[src/verilog/mips_macros.svh]
`ifndef MIPS_MACROS_SVH
`define MIPS_MACROS_SVH

// first fetch address after reset
`define MIPS_RESET_PC 32'h0000_0000

// byte distance between consecutive instructions
`define MIPS_PC_STEP 32'd4

// all-zero data word
`define MIPS_ZERO_WORD 32'h0000_0000

// hardwired zero register
`define MIPS_REG_ZERO 5'd0

`endif
[src/verilog/mips_pkg.sv]
package mips_pkg;

	// basic data widths
	typedef logic [31:0] word_t;
	typedef logic [4:0]  reg_addr_t;
	typedef logic [15:0] half_word_t;

	// ALU operation selected by decode
	// immediate forms share the code of their register form
	typedef enum logic [4:0] {
		OP_INVALID,
		OP_ADDU,
		OP_SUBU,
		OP_AND,
		OP_OR,
		OP_XOR,
		OP_NOR,
		OP_SLT,
		OP_SLTU,
		OP_SLL,
		OP_SRL,
		OP_LUI,
		OP_MOVN,
		OP_MOVZ
	} oper_t;

	// register write request, also used as a forwarding source
	typedef struct packed {
		logic      we;
		reg_addr_t waddr;
		word_t     wdata;
	} reg_write_req_t;

	// IF/ID pipeline register
	typedef struct packed {
		logic  valid;
		word_t pc;
		word_t inst;
	} if_id_t;

	// ID/EX pipeline register
	// wr.wdata is filled in by execute
	typedef struct packed {
		logic           valid;
		oper_t          op;
		word_t          pc;
		word_t          reg1;
		word_t          reg2;
		reg_addr_t      shamt;
		reg_write_req_t wr;
	} id_ex_t;

	// one retired write-back
	typedef struct packed {
		word_t          pc;
		reg_write_req_t wr;
	} retire_t;

endpackage

[src/verilog/mips_core.sv]
`timescale 1ns/1ns

module mips_core (
	input  logic              clk_i,
	input  logic              rst_n_i,
	input  logic              inst_valid_i,
	input  mips_pkg::word_t   inst_i,
	output mips_pkg::retire_t retire_o
);

	mips_pkg::if_id_t         if_id;
	mips_pkg::id_ex_t         id_data;
	mips_pkg::id_ex_t         ex_data;
	mips_pkg::reg_addr_t      reg_raddr1;
	mips_pkg::reg_addr_t      reg_raddr2;
	mips_pkg::word_t          reg1;
	mips_pkg::word_t          reg2;
	mips_pkg::reg_write_req_t ex_wr;
	mips_pkg::reg_write_req_t mem_wr;
	mips_pkg::reg_write_req_t wb_wr;

	inst_fetch inst_fetch_i (
		.clk_i        (clk_i),
		.rst_n_i      (rst_n_i),
		.inst_valid_i (inst_valid_i),
		.inst_i       (inst_i),
		.if_id_o      (if_id)
	);

	// write-back port doubles as the third forwarding path
	reg_file reg_file_i (
		.clk_i    (clk_i),
		.rst_n_i  (rst_n_i),
		.raddr1_i (reg_raddr1),
		.raddr2_i (reg_raddr2),
		.wr_i     (wb_wr),
		.rdata1_o (reg1),
		.rdata2_o (reg2)
	);

	id_decode id_decode_i (
		.if_id_i      (if_id),
		.reg1_i       (reg1),
		.reg2_i       (reg2),
		.ex_wr_i      (ex_wr),
		.mem_wr_i     (mem_wr),
		.reg_raddr1_o (reg_raddr1),
		.reg_raddr2_o (reg_raddr2),
		.id_data_o    (id_data)
	);

	id_ex_buffer id_ex_buffer_i (
		.clk_i     (clk_i),
		.rst_n_i   (rst_n_i),
		.id_data_i (id_data),
		.ex_data_o (ex_data)
	);

	exec_retire exec_retire_i (
		.clk_i     (clk_i),
		.rst_n_i   (rst_n_i),
		.ex_data_i (ex_data),
		.ex_wr_o   (ex_wr),
		.mem_wr_o  (mem_wr),
		.wb_wr_o   (wb_wr),
		.retire_o  (retire_o)
	);

endmodule

[src/verilog/exec_retire.sv]
`timescale 1ns/1ns
`include "mips_macros.svh"

module exec_retire (
	input  logic                     clk_i,
	input  logic                     rst_n_i,
	input  mips_pkg::id_ex_t         ex_data_i,
	output mips_pkg::reg_write_req_t ex_wr_o,
	output mips_pkg::reg_write_req_t mem_wr_o,
	output mips_pkg::reg_write_req_t wb_wr_o,
	output mips_pkg::retire_t        retire_o
);

	mips_pkg::word_t   alu_result;
	mips_pkg::retire_t ex_mem_q;
	mips_pkg::retire_t mem_wb_q;

	// ALU, reg2 already holds the immediate for I-type
	always_comb begin
		case (ex_data_i.op)
			mips_pkg::OP_ADDU: alu_result = ex_data_i.reg1 + ex_data_i.reg2;
			mips_pkg::OP_SUBU: alu_result = ex_data_i.reg1 - ex_data_i.reg2;
			mips_pkg::OP_AND:  alu_result = ex_data_i.reg1 & ex_data_i.reg2;
			mips_pkg::OP_OR:   alu_result = ex_data_i.reg1 | ex_data_i.reg2;
			mips_pkg::OP_XOR:  alu_result = ex_data_i.reg1 ^ ex_data_i.reg2;
			mips_pkg::OP_NOR:  alu_result = ~(ex_data_i.reg1 | ex_data_i.reg2);
			mips_pkg::OP_SLT: begin
				alu_result = ($signed(ex_data_i.reg1) < $signed(ex_data_i.reg2)) ?
					32'd1 : `MIPS_ZERO_WORD;
			end
			mips_pkg::OP_SLTU: begin
				alu_result = (ex_data_i.reg1 < ex_data_i.reg2) ? 32'd1 : `MIPS_ZERO_WORD;
			end
			mips_pkg::OP_SLL:  alu_result = ex_data_i.reg2 << ex_data_i.shamt;
			mips_pkg::OP_SRL:  alu_result = ex_data_i.reg2 >> ex_data_i.shamt;
			mips_pkg::OP_LUI:  alu_result = ex_data_i.reg2 << 16;
			// condition was resolved in decode
			mips_pkg::OP_MOVN: alu_result = ex_data_i.reg1;
			mips_pkg::OP_MOVZ: alu_result = ex_data_i.reg1;
			default:           alu_result = `MIPS_ZERO_WORD;
		endcase
	end

	// bubbles arrive with we cleared
	assign ex_wr_o.we    = ex_data_i.wr.we;
	assign ex_wr_o.waddr = ex_data_i.wr.waddr;
	assign ex_wr_o.wdata = alu_result;

	// EX/MEM then MEM/WB, pc travels along for retire
	always_ff @(posedge clk_i or negedge rst_n_i) begin
		if (!rst_n_i) begin
			ex_mem_q <= '0;
			mem_wb_q <= '0;
		end else begin
			ex_mem_q.pc <= ex_data_i.pc;
			ex_mem_q.wr <= ex_wr_o;
			mem_wb_q    <= ex_mem_q;
		end
	end

	assign mem_wr_o = ex_mem_q.wr;
	assign wb_wr_o  = mem_wb_q.wr;
	assign retire_o = mem_wb_q;

endmodule

[src/verilog/id_ex_buffer.sv]
`timescale 1ns/1ns

module id_ex_buffer (
	input  logic             clk_i,
	input  logic             rst_n_i,
	input  mips_pkg::id_ex_t id_data_i,
	output mips_pkg::id_ex_t ex_data_o
);

	mips_pkg::id_ex_t next_data;
	mips_pkg::id_ex_t ex_data_q;

	// squash anything that must not reach execute
	always_comb begin
		if (!id_data_i.valid || id_data_i.op == mips_pkg::OP_INVALID) begin
			next_data = '0;
		end else begin
			next_data = id_data_i;
		end
	end

	always_ff @(posedge clk_i or negedge rst_n_i) begin
		if (!rst_n_i) begin
			ex_data_q <= '0;
		end else begin
			ex_data_q <= next_data;
		end
	end

	assign ex_data_o = ex_data_q;

endmodule

[src/verilog/id_decode.sv]
`timescale 1ns/1ns
`include "mips_macros.svh"

module id_decode (
	input  mips_pkg::if_id_t         if_id_i,
	input  mips_pkg::word_t          reg1_i,
	input  mips_pkg::word_t          reg2_i,
	input  mips_pkg::reg_write_req_t ex_wr_i,
	input  mips_pkg::reg_write_req_t mem_wr_i,
	output mips_pkg::reg_addr_t      reg_raddr1_o,
	output mips_pkg::reg_addr_t      reg_raddr2_o,
	output mips_pkg::id_ex_t         id_data_o
);

	// instruction fields
	logic [5:0]           opcode;
	logic [5:0]           funct;
	mips_pkg::reg_addr_t  rs;
	mips_pkg::reg_addr_t  rt;
	mips_pkg::reg_addr_t  rd;
	mips_pkg::reg_addr_t  shamt;
	mips_pkg::half_word_t immediate;

	mips_pkg::word_t      imm_zero_ext;
	mips_pkg::word_t      imm_sign_ext;
	mips_pkg::word_t      safe_reg1;
	mips_pkg::word_t      safe_reg2;
	mips_pkg::word_t      reg2_sel;

	mips_pkg::oper_t      op_type_i;
	mips_pkg::oper_t      op_type_r;
	mips_pkg::oper_t      op;
	logic                 unsigned_imm;
	logic                 movn_not_taken;
	logic                 movz_not_taken;
	logic                 reg_we;
	mips_pkg::reg_addr_t  reg_waddr;

	assign opcode    = if_id_i.inst[31:26];
	assign rs        = if_id_i.inst[25:21];
	assign rt        = if_id_i.inst[20:16];
	assign rd        = if_id_i.inst[15:11];
	assign shamt     = if_id_i.inst[10:6];
	assign funct     = if_id_i.inst[5:0];
	assign immediate = if_id_i.inst[15:0];

	assign imm_zero_ext = {16'h0000, immediate};
	assign imm_sign_ext = {{16{immediate[15]}}, immediate};

	// I-type sub-decoder
	always_comb begin
		op_type_i    = mips_pkg::OP_INVALID;
		unsigned_imm = 1'b0;
		case (opcode)
			6'b001001: op_type_i = mips_pkg::OP_ADDU;
			6'b001010: op_type_i = mips_pkg::OP_SLT;
			6'b001011: op_type_i = mips_pkg::OP_SLTU;
			6'b001100: begin
				op_type_i    = mips_pkg::OP_AND;
				unsigned_imm = 1'b1;
			end
			6'b001101: begin
				op_type_i    = mips_pkg::OP_OR;
				unsigned_imm = 1'b1;
			end
			6'b001110: begin
				op_type_i    = mips_pkg::OP_XOR;
				unsigned_imm = 1'b1;
			end
			6'b001111: begin
				op_type_i    = mips_pkg::OP_LUI;
				unsigned_imm = 1'b1;
			end
			default: op_type_i = mips_pkg::OP_INVALID;
		endcase
	end

	// R-type sub-decoder, SPECIAL opcode only
	always_comb begin
		op_type_r = mips_pkg::OP_INVALID;
		if (opcode == 6'b000000) begin
			case (funct)
				6'b000000: op_type_r = mips_pkg::OP_SLL;
				6'b000010: op_type_r = mips_pkg::OP_SRL;
				6'b001010: op_type_r = mips_pkg::OP_MOVZ;
				6'b001011: op_type_r = mips_pkg::OP_MOVN;
				6'b100001: op_type_r = mips_pkg::OP_ADDU;
				6'b100011: op_type_r = mips_pkg::OP_SUBU;
				6'b100100: op_type_r = mips_pkg::OP_AND;
				6'b100101: op_type_r = mips_pkg::OP_OR;
				6'b100110: op_type_r = mips_pkg::OP_XOR;
				6'b100111: op_type_r = mips_pkg::OP_NOR;
				6'b101010: op_type_r = mips_pkg::OP_SLT;
				6'b101011: op_type_r = mips_pkg::OP_SLTU;
				default:   op_type_r = mips_pkg::OP_INVALID;
			endcase
		end
	end

	// read addresses depend on the format only, never on read data
	always_comb begin
		reg_raddr1_o = `MIPS_REG_ZERO;
		reg_raddr2_o = `MIPS_REG_ZERO;
		if (op_type_i != mips_pkg::OP_INVALID) begin
			reg_raddr1_o = rs;
		end else if (op_type_r != mips_pkg::OP_INVALID) begin
			reg_raddr1_o = rs;
			reg_raddr2_o = rt;
		end
	end

	// ex result is newer than mem, mem newer than the register file
	function automatic mips_pkg::word_t forward(input mips_pkg::reg_addr_t addr,
		input mips_pkg::word_t rf_data);
		if (addr == `MIPS_REG_ZERO) begin
			return `MIPS_ZERO_WORD;
		end else if (ex_wr_i.we && ex_wr_i.waddr == addr) begin
			return ex_wr_i.wdata;
		end else if (mem_wr_i.we && mem_wr_i.waddr == addr) begin
			return mem_wr_i.wdata;
		end
		return rf_data;
	endfunction

	always_comb begin
		safe_reg1 = forward(reg_raddr1_o, reg1_i);
		safe_reg2 = forward(reg_raddr2_o, reg2_i);
	end

	// conditional moves test the forwarded rt value
	assign movn_not_taken = op_type_r == mips_pkg::OP_MOVN && safe_reg2 == `MIPS_ZERO_WORD;
	assign movz_not_taken = op_type_r == mips_pkg::OP_MOVZ && safe_reg2 != `MIPS_ZERO_WORD;

	always_comb begin
		op        = mips_pkg::OP_INVALID;
		reg2_sel  = safe_reg2;
		reg_we    = 1'b0;
		reg_waddr = `MIPS_REG_ZERO;
		if (op_type_i != mips_pkg::OP_INVALID) begin
			op        = op_type_i;
			reg2_sel  = unsigned_imm ? imm_zero_ext : imm_sign_ext;
			reg_we    = 1'b1;
			reg_waddr = rt;
		end else if (op_type_r != mips_pkg::OP_INVALID) begin
			op        = op_type_r;
			reg_we    = ~(movn_not_taken | movz_not_taken);
			reg_waddr = rd;
		end
	end

	assign id_data_o.valid    = if_id_i.valid;
	assign id_data_o.op       = op;
	assign id_data_o.pc       = if_id_i.pc;
	assign id_data_o.reg1     = safe_reg1;
	assign id_data_o.reg2     = reg2_sel;
	assign id_data_o.shamt    = shamt;
	assign id_data_o.wr.we    = reg_we;
	assign id_data_o.wr.waddr = reg_waddr;
	assign id_data_o.wr.wdata = `MIPS_ZERO_WORD;

endmodule

[src/verilog/reg_file.sv]
`timescale 1ns/1ns
`include "mips_macros.svh"

module reg_file (
	input  logic                     clk_i,
	input  logic                     rst_n_i,
	input  mips_pkg::reg_addr_t      raddr1_i,
	input  mips_pkg::reg_addr_t      raddr2_i,
	input  mips_pkg::reg_write_req_t wr_i,
	output mips_pkg::word_t          rdata1_o,
	output mips_pkg::word_t          rdata2_o
);

	mips_pkg::word_t regs [32];

	always_ff @(posedge clk_i or negedge rst_n_i) begin
		if (!rst_n_i) begin
			for (int i = 0; i < 32; i++) begin
				regs[i] <= `MIPS_ZERO_WORD;
			end
		end else if (wr_i.we && wr_i.waddr != `MIPS_REG_ZERO) begin
			regs[wr_i.waddr] <= wr_i.wdata;
		end
	end

	// write-first: a same-cycle write wins over the stored value
	function automatic mips_pkg::word_t read_port(input mips_pkg::reg_addr_t addr);
		if (addr == `MIPS_REG_ZERO) begin
			return `MIPS_ZERO_WORD;
		end else if (wr_i.we && wr_i.waddr == addr) begin
			return wr_i.wdata;
		end
		return regs[addr];
	endfunction

	always_comb begin
		rdata1_o = read_port(raddr1_i);
		rdata2_o = read_port(raddr2_i);
	end

endmodule

[src/verilog/inst_fetch.sv]
`timescale 1ns/1ns
`include "mips_macros.svh"

module inst_fetch (
	input  logic             clk_i,
	input  logic             rst_n_i,
	input  logic             inst_valid_i,
	input  mips_pkg::word_t  inst_i,
	output mips_pkg::if_id_t if_id_o
);

	mips_pkg::word_t  pc_q;
	mips_pkg::if_id_t if_id_q;

	// pc only moves on accepted instructions
	always_ff @(posedge clk_i or negedge rst_n_i) begin
		if (!rst_n_i) begin
			pc_q    <= `MIPS_RESET_PC;
			if_id_q <= '0;
		end else if (inst_valid_i) begin
			if_id_q.valid <= 1'b1;
			if_id_q.pc    <= pc_q;
			if_id_q.inst  <= inst_i;
			pc_q          <= pc_q + `MIPS_PC_STEP;
		end else begin
			// bubble, payload left as is
			if_id_q.valid <= 1'b0;
		end
	end

	assign if_id_o = if_id_q;

endmodule

[config.mk]
export PLATFORM = sky130hd
export DESIGN_NAME = mips_core
export DESIGN_NICKNAME = d
export VERILOG_FILES = /design/src/verilog/mips_pkg.sv /design/src/verilog/mips_core.sv /design/src/verilog/exec_retire.sv /design/src/verilog/id_ex_buffer.sv /design/src/verilog/id_decode.sv /design/src/verilog/reg_file.sv /design/src/verilog/inst_fetch.sv
export VERILOG_INCLUDE_DIRS = /design/src /design/src/verilog
export SDC_FILE = /design/constraint.sdc
export NUM_CORES = 2
export LEC_CHECK = 0
export BUFFER_PORTS_ARGS = -buffer_cell sky130_fd_sc_hd__buf_2
export CAP_MARGIN = 15
export CORE_UTILIZATION = 50
export DETAILED_ROUTE_END_ITERATION = 8
export GPL_ROUTABILITY_DRIVEN = 0
export PLACE_DENSITY = 0.66
export SYNTH_ARGS = -nofsm -noshare
export SYNTH_HDL_FRONTEND = slang
export SYNTH_SLANG_ARGS = --single-unit
[constraint.sdc]
create_clock -name clk_i -period 5.2 [get_ports clk_i]
set_input_delay 1.56 -clock clk_i [delete_from_list [all_inputs] [get_ports clk_i]]
set_output_delay 1.56 -clock clk_i [all_outputs]
set_load 0.01 [all_outputs]
==> out/qor.yml <==
synth:
  netlist-cell-type-count: 107
  postSynthAreaPerCell_um2: 10.03
  synth_cells: 8016
  yosys_warnings: 0
  yosysTopAreaCell: "dfrtp_1"
  async_flop_share_pct: 100.0
  ys_top_cells_by_area: "dfrtp_1 42%, mux2_2 16%, nand2_1 5.1%"
  synth_edf_count: 0
  syn_area_um2: 80420
  yosysTopAreaCellShare_pct: 42.38
  synth.most_common_cell: "dfrtp_1"
  synth_seq_cells: 1362
  seq_area_frac_synth_pct: 42.38
  yosys-top-cells-count: "1,362 x dfrtp_1, 1,169 x mux2_2, 1,097 x nand2_1, 527 x clkbuf_1, 397 x nand3_1"
  synth_ff_type: "dfrtp_1"
critical_path:
  worstPathRequired_ns: 5.85
  crit_start: "inst_fetch_i.if_id_o[3]"
  cp-start-kind: "register"
  reg2reg_from: "inst_fetch_i.if_id_o[3]"
  cp_data_arrival_time_ns: 5.97
  regToRegEndpoint: "id_ex_buffer_i.ex_data_o[77]"
  critical_path.max_stage_delay_ns: 0.67
  crit_path_cell_trace: "nand3b_1 > and4_4 > buf_4 > o21ai_4 > buf_4 > a21oi_4 > buf_4 > a222oi_1 > nor2_1 > a211oi_1 > a31oi_1 > o21ai_0 > o21ai_0 > mux2i_1 > o21ai_1"
  endpoint_kind: "register"
  cp_slowest_cell: "a21oi_4"
  r2r_cells: 15
  crit_path_frequent_cell: "buf_4"
  rrSetupSlack_ns: -0.11
  path_class: "register to register"
  path_max_fanout: 24
power:
  power_density_nw_per_um2: 276.1
  power_mw: 25.21
  p_leak_nw: 40.16
  combPwrFrac_pct: 10.5
  p_seq_share_pct: 43.2
  internal_power_mw: 18.18
  p_clk_share_pct: 46.3
  ir_drop_mv: 0.3720
  switchingPower_mw: 7.034
  sw_frac_of_total_pct: 27.90
floorplan:
  num_rows: 146
  io_pins: 105
  initial_core_util_pct: 50.54
  die_w_um: 403.0
  chipHeight_um: 403.0
  coreArea_um2: 159100
  dieArea_um2: 162400
route:
  firstDrtPassIters: 9
  vias: 75765
  vias_per_cell: 7.346
  drt_iter0_drc: 13850
  finalWirelength_mm: 370.7
  wl_per_cell_um: 35.94
  drc: 12
  ant_nets: 0
cells_and_area:
  areaGrowthSynthToFinish_pct: 13.56
  fill_cells: 13435
  drive_gt1_share_pct: 27.97
  final_area_um2: 91320
  final_cell_count_no_fill: 10314
  fin_nets: 8164
  final_util_pct: 57.39
global_route:
  antenna_found_initial: 38
  grt_pass1_wl_mm: 527.4
  grt_overflow: 0
  grt_max_degree: 159
  grt_usage_pct: 44.92
  grt_pass1_vias: 71729
outcome:
  status: "complete, but fails checks"
  violations: "design-rule violations, negative setup slack"
sta:
  finClkSkew_ns: 0.07033
  worst_slack_ns: -0.1135
  final-hold-violation-count: 0
  slew_viol_final: 0
  fin_crit_sh_pct: 102.2
  tightestPinTransition_ns: 1.357
  setup_viol: 5
  min_period_ns: 5.313
  fmax_ghz: 0.1882
  rsz0062_at_grt: "false"
  setup_tns_ns: -0.2860
  relSlewSlack_pct: 9.121
  hold_slack_ns: 0.3466
placement:
  dp_hpwl_mm: 238.9
  place_area_um2: 85690
  portBuffers: 102
  place_ws_ns: -0.3255
  placedCellCount: 10014
min_path:
  whs_path_depth: 0
  holdPathEnd: "exec_retire_i.ex_mem_q[64]"
  worstHoldStart: "id_ex_buffer_i.ex_data_o[133]"
  hp-class: "register to register"
clock_network:
  cts_tree: "built"
  clk_pin_slew_ns: 0.06
  htree_levels: 4
  clock_sinks: 1362
  cts_root_buf: "clkbuf_16"
  clock_latency_ns: 0.88
  max-clock-path-buffers: 3
  cts_buffers: 150
job:
  maxCapViolations: 0
==> registers in the layout (all words and copies together) (netlist names) <==
| signal | flops |
|---|---|
| inst_fetch_i.pc_q | 30 |
| exec_retire_i.retire_o | 68 |
| id_ex_buffer_i.ex_data_o | 109 |
| exec_retire_i.ex_mem_q | 30 |
| exec_retire_i.mem_wr_o | 38 |
| inst_fetch_i.if_id_o | 63 |
| reg_file_i.regs | 1024 |
==> worst max-delay path: cells and delay by family (launching register included) <==
kind | cells | cell delay [ns]
mux | 1 | 0.16
buf+inv | 3 | 1.14
simple gates | 3 | 0.98
flops | 1 | 0.53
compound gates | 8 | 2.23
==> cell usage in the layout, fill, tap and decap left out, types with 150 or more instances in the layout <==
cell	instances
dfrtp_1	1351
mux2_2	1169
nand2_1	1079
buf_4	442
nand3_1	394
mux2i_1	360
a21oi_1	357
o21ai_0	278
nor2_1	264
clkbuf_16	150
==> power groups by stage <==
stage / Sequential (mW) / Combinational (mW) / Clock, mW
after floorplan: 11.0 / 1.25 / 0
after global placement: 11.1 / 2.44 / 0
after detailed placement: 11.1 / 2.46 / 0
after CTS: 10.9 / 2.47 / 11.7
after global routing: 10.9 / 2.66 / 12.1
final: 10.9 / 2.65 / 11.7
==> area by class of cell <==
class	instances	area, um^2	share of cell area [%]
antenna	17	42.54	0.04658
clock buffer	214	4314	4.724
clock inverter	64	1096	1.200
inverter	120	450.4	0.4932
multi-input combinational	5760	43070	47.17
sequential	1362	34110	37.35
tap	2146	2685	2.940
timing repair buffer	631	5553	6.081
==> layer usage <==
metal / up-vias / GRT usage, % / wire, um
met5: - / 1.427 / 702
met4: 40 / 37.16 / 39320
met3: 2418 / 23.00 / 61380
met2: 7180 / 59.79 / 144300
met1: 36686 / 53.36 / 125000
li1: 29441 / - / -
==> timing repair <==
action / CTS / global route
hold buffers: 0 / 0
pin swaps: 0 / 1
gates cloned: 0 / 0
gates resized for setup: 4 / 28
endpoints found under the setup margin: 2 / 7
buffers inserted: 0 / 1
==> how the worst max path moves through the flow <==
| stage | end | slack [ns] | depth (start not counted) |
|---|---|---|---|
| finish | id_ex_buffer_i.ex_data_o[77] | -0.11 | 15 |
| global route | id_ex_buffer_i.ex_data_o[37] | 0.0006 | 14 |
| CTS | id_ex_buffer_i.ex_data_o[37] | 0.01 | 15 |
| detailed placement | id_ex_buffer_i.ex_data_o[37] | -0.33 | 18 |
| global placement | id_ex_buffer_i.ex_data_o[37] | -0.37 | 18 |
| floorplan | id_ex_buffer_i.ex_data_o[37] | 1.09 | 17 |
==> kinds of logic after synthesis <==
kind of cell | count (synthesis) | synth area share (%)
AND/OR/NAND/NOR | 2391 | 13.90
adder cells (fa/ha/maj) | 104 | 1.637
multiplexers | 1613 | 23.16
XOR/XNOR | 60 | 0.6535
other | 1 | 0.004663
flip-flops | 1362 | 42.38
AO/OA/AOI/OAI | 1590 | 13.59
buffers and inverters | 895 | 4.674
(Power assumes the default switching activity.)
